[src/hdl/chan_pkg.sv]
////////////////////
// channel types shared by every block of the pipeline
// data width is fixed here since the packed struct needs it
// the ack travels as a separate wire in the reverse direction
////////////////////

`default_nettype none

package chan_pkg;

  ////////////////////
  // data word

  // one item is one word of DATA_W bits
  localparam int DATA_W = 8;

  typedef logic [DATA_W-1:0] chan_data_t;

  ////////////////////
  // forward half of a channel

  // producer drives v and d, consumer drives the ack wire
  // an item moves on a rising edge with v and ack both high
  typedef struct packed {
    logic       v;
    chan_data_t d;
  } chan_fwd_t;

endpackage

`default_nettype wire

[src/hdl/fifo_pkg.sv]
////////////////////
// buffer sizing limits and skid buffer state encoding
// DEPTH must be a power of two no larger than MAX_DEPTH
////////////////////

`default_nettype none

package fifo_pkg;

  // largest ring FIFO the pointer widths can address
  localparam int MAX_DEPTH = 16;

  // pointers cover 0..MAX_DEPTH-1
  localparam int PTR_W = 4;

  // count covers 0..MAX_DEPTH inclusive
  localparam int CNT_W = 5;

  // occupancy of the two-entry skid buffer
  typedef enum logic [1:0] {
    SKID_EMPTY = 2'd0,
    SKID_ONE   = 2'd1,
    SKID_TWO   = 2'd2
  } skid_state_t;

endpackage

`default_nettype wire

[src/hdl/chan_fifo_top.sv]
////////////////////
// buffered channel pipeline: skid buffer, ring FIFO, output slice
// total capacity is DEPTH+3 items, latency two edges when empty
////////////////////

`timescale 1ns/1ps
`default_nettype none

module chan_fifo_top #(
  parameter int DEPTH = 4
) (
  input  logic                clk,
  input  logic                reset,
  input  chan_pkg::chan_fwd_t in_fwd,
  output logic                in_ack,
  output chan_pkg::chan_fwd_t out_fwd,
  input  logic                out_ack
);

  chan_pkg::chan_fwd_t skid_fwd;
  logic                skid_ack;
  chan_pkg::chan_fwd_t fifo_fwd;
  logic                fifo_ack;

  chan_skid_in u_skid_in (
    .clk      (clk),
    .reset    (reset),
    .in_fwd   (in_fwd),
    .in_ack   (in_ack),
    .skid_fwd (skid_fwd),
    .skid_ack (skid_ack)
  );

  chan_ring_fifo #(.DEPTH(DEPTH)) u_ring_fifo (
    .clk      (clk),
    .reset    (reset),
    .skid_fwd (skid_fwd),
    .skid_ack (skid_ack),
    .fifo_fwd (fifo_fwd),
    .fifo_ack (fifo_ack)
  );

  chan_out_reg u_out_reg (
    .clk      (clk),
    .reset    (reset),
    .fifo_fwd (fifo_fwd),
    .fifo_ack (fifo_ack),
    .out_fwd  (out_fwd),
    .out_ack  (out_ack)
  );

endmodule

`default_nettype wire

[src/hdl/chan_out_reg.sv]
////////////////////
// output side: one-entry register slice
// fifo_ack follows out_ack combinationally when the slice is full
////////////////////

`timescale 1ns/1ps
`default_nettype none

module chan_out_reg (
  input  logic                clk,
  input  logic                reset,
  input  chan_pkg::chan_fwd_t fifo_fwd,
  output logic                fifo_ack,
  output chan_pkg::chan_fwd_t out_fwd,
  input  logic                out_ack
);

  logic                 valid;
  chan_pkg::chan_data_t data;
  logic                 load;

  // room when empty or when the held item leaves this cycle
  assign fifo_ack = !valid | out_ack;
  assign load     = fifo_fwd.v & fifo_ack;

  assign out_fwd.v = valid;
  assign out_fwd.d = data;

  always_ff @(posedge clk or posedge reset) begin
    if (reset) begin
      valid <= 1'b0;
    end else if (fifo_ack) begin
      valid <= fifo_fwd.v;
    end
  end

  always_ff @(posedge clk) begin
    if (load) begin
      data <= fifo_fwd.d;
    end
  end

  // consumer sees a stalled item unchanged until it takes it
  a_hold_stable: assert property (@(posedge clk) disable iff (reset)
    (out_fwd.v && !out_ack) |=> out_fwd.v && $stable(out_fwd.d));

endmodule

`default_nettype wire

[src/hdl/chan_ring_fifo.sv]
////////////////////
// processing part: circular-buffer FIFO of DEPTH entries
// DEPTH must be a power of two from 2 to fifo_pkg::MAX_DEPTH
// head entry is presented combinationally, storage has no reset
////////////////////

`timescale 1ns/1ps
`default_nettype none

module chan_ring_fifo #(
  parameter int DEPTH = 4
) (
  input  logic                clk,
  input  logic                reset,
  input  chan_pkg::chan_fwd_t skid_fwd,
  output logic                skid_ack,
  output chan_pkg::chan_fwd_t fifo_fwd,
  input  logic                fifo_ack
);

  localparam int IDX_W = $clog2(DEPTH);
  localparam int LAST  = DEPTH - 1;

  localparam logic [fifo_pkg::PTR_W-1:0] LAST_PTR  = LAST[fifo_pkg::PTR_W-1:0];
  localparam logic [fifo_pkg::CNT_W-1:0] DEPTH_CNT = DEPTH[fifo_pkg::CNT_W-1:0];

  if (DEPTH < 2 || DEPTH > fifo_pkg::MAX_DEPTH || (DEPTH & (DEPTH - 1)) != 0) begin : g_bad_depth
    $error("chan_ring_fifo: DEPTH must be a power of two from 2 to MAX_DEPTH");
  end

  chan_pkg::chan_data_t mem [DEPTH];

  logic [fifo_pkg::PTR_W-1:0] wr_ptr;
  logic [fifo_pkg::PTR_W-1:0] rd_ptr;
  logic [fifo_pkg::CNT_W-1:0] count;

  logic wr_en;
  logic rd_en;

  // a full FIFO still takes an item when its head leaves on the same edge
  assign skid_ack   = (count < DEPTH_CNT) | fifo_ack;
  assign fifo_fwd.v = (count != '0);
  assign fifo_fwd.d = mem[rd_ptr[IDX_W-1:0]];

  assign wr_en = skid_fwd.v & skid_ack;
  assign rd_en = fifo_fwd.v & fifo_ack;

  ////////////////////
  // pointers and count

  always_ff @(posedge clk or posedge reset) begin
    if (reset) begin
      wr_ptr <= '0;
      rd_ptr <= '0;
      count  <= '0;
    end else begin
      if (wr_en) begin
        wr_ptr <= (wr_ptr == LAST_PTR) ? '0 : wr_ptr + 1'b1;
      end
      if (rd_en) begin
        rd_ptr <= (rd_ptr == LAST_PTR) ? '0 : rd_ptr + 1'b1;
      end
      // write and read together leave the count alone
      case ({wr_en, rd_en})
        2'b10:   count <= count + 1'b1;
        2'b01:   count <= count - 1'b1;
        default: count <= count;
      endcase
    end
  end

  ////////////////////
  // storage

  always_ff @(posedge clk) begin
    if (wr_en) begin
      mem[wr_ptr[IDX_W-1:0]] <= skid_fwd.d;
    end
  end

  a_count_bound: assert property (@(posedge clk) disable iff (reset)
    count <= DEPTH_CNT);

  // an empty FIFO has its pointers together and offers nothing downstream
  a_empty_no_read: assert property (@(posedge clk) disable iff (reset)
    (count == '0) |-> (rd_ptr == wr_ptr) && !rd_en);

endmodule

`default_nettype wire

[src/hdl/chan_skid_in.sv]
////////////////////
// input side: two-entry skid buffer
// in_ack comes from registered state only, so it never
// depends on in_fwd.v or on skid_ack in the same cycle
////////////////////

`timescale 1ns/1ps
`default_nettype none

module chan_skid_in (
  input  logic                clk,
  input  logic                reset,
  input  chan_pkg::chan_fwd_t in_fwd,
  output logic                in_ack,
  output chan_pkg::chan_fwd_t skid_fwd,
  input  logic                skid_ack
);

  fifo_pkg::skid_state_t state;
  fifo_pkg::skid_state_t state_next;

  // data0 holds the oldest item, data1 the one that skidded in behind it
  chan_pkg::chan_data_t data0;
  chan_pkg::chan_data_t data1;

  logic push;
  logic pop;

  assign in_ack     = (state != fifo_pkg::SKID_TWO);
  assign skid_fwd.v = (state != fifo_pkg::SKID_EMPTY);
  assign skid_fwd.d = data0;

  assign push = in_fwd.v & in_ack;
  assign pop  = skid_fwd.v & skid_ack;

  ////////////////////
  // occupancy FSM

  always_comb begin
    state_next = state;
    case (state)
      fifo_pkg::SKID_EMPTY: if (push) state_next = fifo_pkg::SKID_ONE;
      fifo_pkg::SKID_ONE: begin
        if (push && !pop) state_next = fifo_pkg::SKID_TWO;
        else if (!push && pop) state_next = fifo_pkg::SKID_EMPTY;
      end
      fifo_pkg::SKID_TWO: if (pop) state_next = fifo_pkg::SKID_ONE;
      default: state_next = fifo_pkg::SKID_EMPTY;
    endcase
  end

  always_ff @(posedge clk or posedge reset) begin
    if (reset) begin
      state <= fifo_pkg::SKID_EMPTY;
    end else begin
      state <= state_next;
    end
  end

  ////////////////////
  // data registers

  always_ff @(posedge clk) begin
    // head refills from input when empty or when it leaves as a new one arrives
    if (push && (state == fifo_pkg::SKID_EMPTY || pop)) begin
      data0 <= in_fwd.d;
    end else if (pop && state == fifo_pkg::SKID_TWO) begin
      data0 <= data1;
    end
    // second slot only fills when the head is stuck
    if (push && !pop && state == fifo_pkg::SKID_ONE) begin
      data1 <= in_fwd.d;
    end
  end

  a_state_legal: assert property (@(posedge clk) disable iff (reset)
    state inside {fifo_pkg::SKID_EMPTY, fifo_pkg::SKID_ONE, fifo_pkg::SKID_TWO});

  // a full buffer lets no input item into either data register
  a_full_no_accept: assert property (@(posedge clk) disable iff (reset)
    (state == fifo_pkg::SKID_TWO) |=>
      $stable(data1) && (data0 == $past(pop ? data1 : data0)));

endmodule

`default_nettype wire

[config.mk]
export PLATFORM = sky130hd
export DESIGN_NAME = chan_fifo_top
export DESIGN_NICKNAME = d
export VERILOG_FILES = /design/src/hdl/chan_pkg.sv /design/src/hdl/fifo_pkg.sv /design/src/hdl/chan_fifo_top.sv /design/src/hdl/chan_out_reg.sv /design/src/hdl/chan_ring_fifo.sv /design/src/hdl/chan_skid_in.sv
export SDC_FILE = /design/constraint.sdc
export NUM_CORES = 1
export LEC_CHECK = 0
export ABC_AREA = 1
export BUFFER_PORTS_ARGS = -buffer_cell sky130_fd_sc_hd__buf_4
export CAP_MARGIN = 10
export CORE_MARGIN = 8
export CORE_UTILIZATION = 35
export CTS_CLUSTER_SIZE = 40
export DETAILED_ROUTE_END_ITERATION = 8
export HOLD_SLACK_MARGIN = 0.06
export RECOVER_POWER = 100
export SYNTH_ARGS = -nofsm -noshare
export SYNTH_HDL_FRONTEND = slang
export SYNTH_SLANG_ARGS = --single-unit
[constraint.sdc]
create_clock -name clk -period 2.3 [get_ports clk]
set_input_delay 0.46 -clock clk [delete_from_list [all_inputs] [get_ports clk]]
set_output_delay 0.46 -clock clk [all_outputs]
set_load 0.01 [all_outputs]
# Word level (Yosys, flattened, before mapping)
# Memories as Yosys holds them, arrays and structs flattened. A register that Yosys moved wholly into a read port is not among the register bits.
# Cells that the tools add are included.
dict set report word_totals {
  regBits 32
  mem_bits_rw 32
  input_bits 12
  wordCells 55
  memories 1
}
dict set report op_classes {
  add_sub_neg 4
  magnitude_cmp 1
  eq_ne 10
  muxes 12
  bitwise_logic 5
  reduce_logical 15
}
# memory words width read_ports rd_clocked_by_memory_dff wr line_no
set mem_list {}
lappend mem_list {u_ring_fifo.mem 4 8 1 1 1 chan_ring_fifo.sv:31} ;# chan_pkg::chan_data_t mem [DEPTH];
# op count
set ops {}
lappend ops {{2-to-1 mux 8 bit} 2}
lappend ops {{one-hot mux 5 bit (2 select lines)} 1}
lappend ops {{adder 4 x 1 -> 4 bit, second input constant} 2}
lappend ops {{equality test 4 x 2 -> 1 bit, second input constant} 2}
lappend ops {{2-to-1 mux 2 bit} 4}
lappend ops {{2-to-1 mux 4 bit} 2}
lappend ops {{one-hot mux 2 bit (3 select lines)} 1}
lappend ops {{nonzero test 2 bit} 3}
lappend ops {{adder 5 x 1 -> 5 bit, second input constant} 1}
lappend ops {{logical AND 1 bit} 5}
lappend ops {{< comparator 5 x 3 -> 1 bit, second input constant} 1}
lappend ops {{nonzero test 5 bit} 1}
lappend ops {{subtractor 5 x 1 -> 5 bit, second input constant} 1}
lappend ops {{equality test 2 x 1 -> 1 bit, second input constant} 2}
lappend ops {{equality test 2 bit, second input constant} 2}
lappend ops {{inequality test 2 x 1 -> 1 bit, second input constant} 2}
lappend ops {{bitwise AND 1 bit} 3}
lappend ops {{zero test 1 bit} 3}
lappend ops {{inequality test 3 x 1 -> 1 bit, second input constant} 1}
lappend ops {{AND reduction 3 bit} 1}
lappend ops {{zero test 2 bit} 1}
lappend ops {{2-to-1 mux 1 bit} 2}
lappend ops {{inequality test 2 bit, second input constant} 1}
lappend ops {{bitwise OR 1 bit} 2}
lappend ops {{logical OR 1 bit} 1}

# Logic depth before layout (Yosys ltp)
dict set report depth {
  ltp_word 8
  ltp_mapped 17
}

# Cells and area by module
# From an unflattened synthesis, not the netlist that was laid out.
dict set report unflattened {
  cells_unflattened 281
  hier_area_um2 3185.6
}
# module instances cells_each area_each_um2 seq_area_each_um2
set modules_own_cells {}
lappend modules_own_cells {chan_ring_fifo 1 199 2100.8 1286.2}
lappend modules_own_cells {chan_skid_in 1 66 788.3 530.5}
lappend modules_own_cells {chan_out_reg 1 16 296.5 265.3}

# Worst setup path after synthesis
# OpenSTA, ideal clock, no wires.
dict set report synth_path {
  path_kind {input port to flip-flop}
  startpoint {input out_ack}
  endpoint {register u_ring_fifo.count[4] (netlist name)}
  setup_ns 0.117
  arrival_ns 2.078
  path_slack_ns 0.106
  stages 15
  path_cell_list {inv_1 > nand2_1 > nand2_1 > inv_1 > ha_1 > inv_1 > fa_1 > inv_1 > nand2_1 > nand2_1 > nand2_1 > nand2_1 > nand2_1 > nand2_1 > nand2_1}
}
# item line_no
set synth_lines {}
lappend synth_lines {{from (decl)} chan_fifo_top.sv:17} ;# input logic out_ack
lappend synth_lines {{bitwise OR 1 bit *} chan_out_reg.sv:23} ;# assign fifo_ack = !valid | out_ack;
lappend synth_lines {{bitwise AND 1 bit *} --}
lappend synth_lines {{named net u_out_reg.load} chan_out_reg.sv:20} ;# logic load;
lappend synth_lines {{equality test 2 x 1 -> 1 bit / equality test 2 bit (equally long branches)} chan_ring_fifo.sv:64} ;# case ({wr_en, rd_en})
lappend synth_lines {{one-hot mux 5 bit (2 select lines) / nonzero test 2 bit (equally long branches)} --}
lappend synth_lines {{to (signal assigned)} chan_ring_fifo.sv:65} ;# 2'b10: count <= count + 1'b1;
lappend synth_lines {{to (signal assigned)} chan_ring_fifo.sv:66} ;# 2'b01: count <= count - 1'b1;
lappend synth_lines {{to (signal assigned)} chan_ring_fifo.sv:67} ;# default: count <= count;
lappend synth_lines {{to (decl)} chan_ring_fifo.sv:35} ;# logic [fifo_pkg::CNT_W-1:0] count;
# Mark *: on every way through the listed nets, which the timed path passes. The rest lies on a longest branch.
# A chain may end at the register's enable or synchronous reset.

# Worst setup path in the final report
dict set report layout_path {
  startpoint {register u_ring_fifo.count[4] (netlist name)}
  endpoint {register u_skid_in.data0[1], enable pin}
}
dict set report layout_via {
  elab_chain_cells 6
}
# item line_no
set layout_lines {}
lappend layout_lines {{< comparator 5 x 3 -> 1 bit *} chan_ring_fifo.sv:41} ;# assign skid_ack = (count < DEPTH_CNT) | fifo_ack;
lappend layout_lines {{bitwise OR 1 bit *} chan_ring_fifo.sv:41}
lappend layout_lines {{bitwise AND 1 bit *} chan_skid_in.sv:34} ;# assign pop = skid_fwd.v & skid_ack;
lappend layout_lines {{logical OR 1 bit} chan_skid_in.sv:65} ;# if (push && (state == fifo_pkg::SKID_EMPTY || pop)) begin
lappend layout_lines {{logical AND 1 bit} chan_skid_in.sv:65}
lappend layout_lines {{nonzero test 2 bit (no source line) *} --}
lappend layout_lines {{to (signal assigned)} chan_skid_in.sv:66} ;# data0 <= in_fwd.d;
lappend layout_lines {{to (signal assigned)} chan_skid_in.sv:68} ;# data0 <= data1;
lappend layout_lines {{to (decl)} chan_skid_in.sv:23} ;# chan_pkg::chan_data_t data0;
# Mark *: on every way between the ends. The rest lies on a longest branch, timed or not.

==> results.txt <==
maxcap violations: 0
Vias/cell: 4.555
flops & latches, synth: 72
clk sinks: 72
unrepaired setup endpoints after global routing: false
total power: 0.004949 W
Clock Latency Late Sink: 350 ps
Unique masters post-synth: 27
DP HPWL: 3713 um
n_diodes: 0
Layout Nets: 327
Worst Skew: 9.783 ps
total negative slack: 0 ps
Area Overhead vs Synth: 15.90%
asr flop ratio synth: 0.2222
final period utilization: 0.9096
CTS tree: done
Cell Area, Synth: 0.003060 mm^2
Max Clk Rate: 0.4780 GHz
CTS H-tree lvls: 3
standard-cell rows: 34
clock buffer depth: 2
CP max FO: 8
WL/cell: 12.68 um
post-CTS sizing: 0
power per cell area: 1395 mW/mm^2
global-route wire length before repair: 8956 um
die area: 0.01199 mm^2
Final Util: 0.4128
vias post-DR: 1904
total CTS buffers: 9
share of layout cells above drive strength 1: 0.1194
first drt pass iteration count: 4
RePlAce Congestion: 0.7762
placed cell count: 402
initial antenna violation count: 0
I/O pin total: 22
worst min path class: primary input to asynchronous set/reset pin
die width: 109.5 um
status: finished, final reports clean
GRT Util Overall: 0.09918
Required @ worst endpoint: 2270 ps
vias in the first global route: 1883
final number of max-transition violations: 0
sequential fraction of the synthesis area: 0.6803
Setup Crit Path Kind: flop to flop
EDFF count, synth: 56
leakage: 1.435 nW
leading register cell type out of synthesis: edfxtp_1
Post-Syn Instances: 268
WHS: 189.7 ps
remaining antenna violation count: 0
R2R setup slack: 210 ps
Post-Route WL: 5301 um
Die Ht: 109.5 um
Worst Path Arrival: 2060 ps
core area: 0.008593 mm^2
Slew HR: 0.2475
final setup vio count: 0
Avg Cell Area, Syn: 11.42 um^2
Overflow after GRT: 0
Root Buffer: clkbuf_8
PortBufs: 21
worst-case vdd ir drop: 0.3850 mV
Worst Tran Pin Value: 1117 ps
minimum clock period: 2092 ps
Post-CTS Repair Setup Buffers: 0
CP endpoint kind: flop
DRC viols: 0
Startpoint Class: flop
Cell Count, Final, Fillers Out: 418
first-iteration detailed-routing DRC count: 76
YS warnings: 0
largest net degree at the start of global routing: 20
Worst-path clk slew: 80 ps
# hold bufs at CTS: 0
Fin. Hold Viols: 0
Syn Nets: 290
Initial Utilization: 0.3561
-- power by group --
part / internal [W] / total (W) / switching, W
clock network: 0.000625 / 0.00112 / 0.000496
logic: 0.000567 / 0.00162 / 0.00106
registers: 0.00198 / 0.00220 / 0.000223
total: 0.00317 / 0.00495 / 0.00178
-- flip-flops by register name, summed over array words and instances, names as in the netlist --
name,count
u_skid_in.data1,8
u_out_reg.data,8
u_ring_fifo.mem,32
u_ring_fifo.wr_ptr,4
u_ring_fifo.count,5
u_out_reg.valid,1
u_skid_in.state,2
u_ring_fifo.rd_ptr,4
u_skid_in.data0,8
-- critical path, stage by stage (launching register included) --
cell and delay, ps:
dfrtp_1 430, nor2_2 160, nand2_1 80, nand2_2 100, nand2_2 70, o21ai_0 860
-- layout make-up --
cell class                 count  area (um^2)
inverter                      29        110.1
clock inverter                 7        102.6
clock buffer                   9        123.9
timing repair buffer          32        165.2
tap                          108        135.1
fill                         868         5046
sequential                    72         2082
multi-input combinational    161        828.3
-- path summary, 6_finish.rpt --
check                                                  startpoint                           endpoint  depth (start not counted)
max in group asynchronous                                   reset  u_ring_fifo.wr_ptr[1]$_DFFE_PP0P_                          2
worst min register to register  u_ring_fifo.rd_ptr[3]$_DFFE_PP0P_  u_ring_fifo.rd_ptr[3]$_DFFE_PP0P_                          2
worst max register to register   u_ring_fifo.count[4]$_DFFE_PP0P_       u_skid_in.data0[1]$_DFFE_PP_                          5
min in group clk                                        in_fwd[6]       u_skid_in.data1[6]$_DFFE_PP_                          1
worst max-delay path             u_ring_fifo.count[4]$_DFFE_PP0P_       u_skid_in.data0[1]$_DFFE_PP_                          5
worst min-delay path                                        reset  u_ring_fifo.rd_ptr[0]$_DFFE_PP0P_                          2
-- layout by cell type (no fill, tap or decap), drive strengths merged --
cell,count
nand4,2
fa,1
xor2,1
a22oi,1
a21oi,3
dfrtp,16
clkbuf,35
nand3b,1
bufinv,2
edfxtp,56
o21ai,26
xnor2,1
clkinvlp,1
buf,6
or2,1
o22ai,9
ha,9
nor2,31
nand2,61
clkinv,2
inv,31
nand3,14
-- synth_stat cells, drive strengths merged (2+ instances only) --
library cell  count  area (um^2)
a21oi             3        15.01
buf               5        36.28
dfrtp            16        400.4
edfxtp           56         1682
ha                9        112.6
inv              28        105.1
nand2            61        244.0
nand3            14        70.07
nand4             2        12.51
nor2             31        128.9
o21ai            26        130.1
o22ai             9        56.30
-- routing by layer --
| metal | track usage | share of wire |
|---|---|---|
| met3 | 0.03165 | 0.050 |
| met5 | 0 | 0 |
| met2 | 0.1593 | 0.48 |
| met1 | 0.1123 | 0.44 |
| met4 | 0.06365 | 0.028 |
-- per-stage QoR --
stage,instance area (um^2),setup slack [ps]
after CTS,3622,179.6
after detailed placement,3396,65.59
final,3547,207.9
after global routing,3547,25.18
after global placement,3396,117.9
after floorplan,3060,105.5
-- logic make-up after synthesis --
kind of cell	count (synthesis)	synth area share
adders and majority gates	10	0.04334
xor gates and xnor gates	2	0.005725
AOI/OAI and AO/OA	39	0.06827
buffers and inverters	35	0.04906
DFF	72	0.6803
and+or+nand+nor	110	0.1533
No activity file was read; power rests on OpenSTA's default activity.
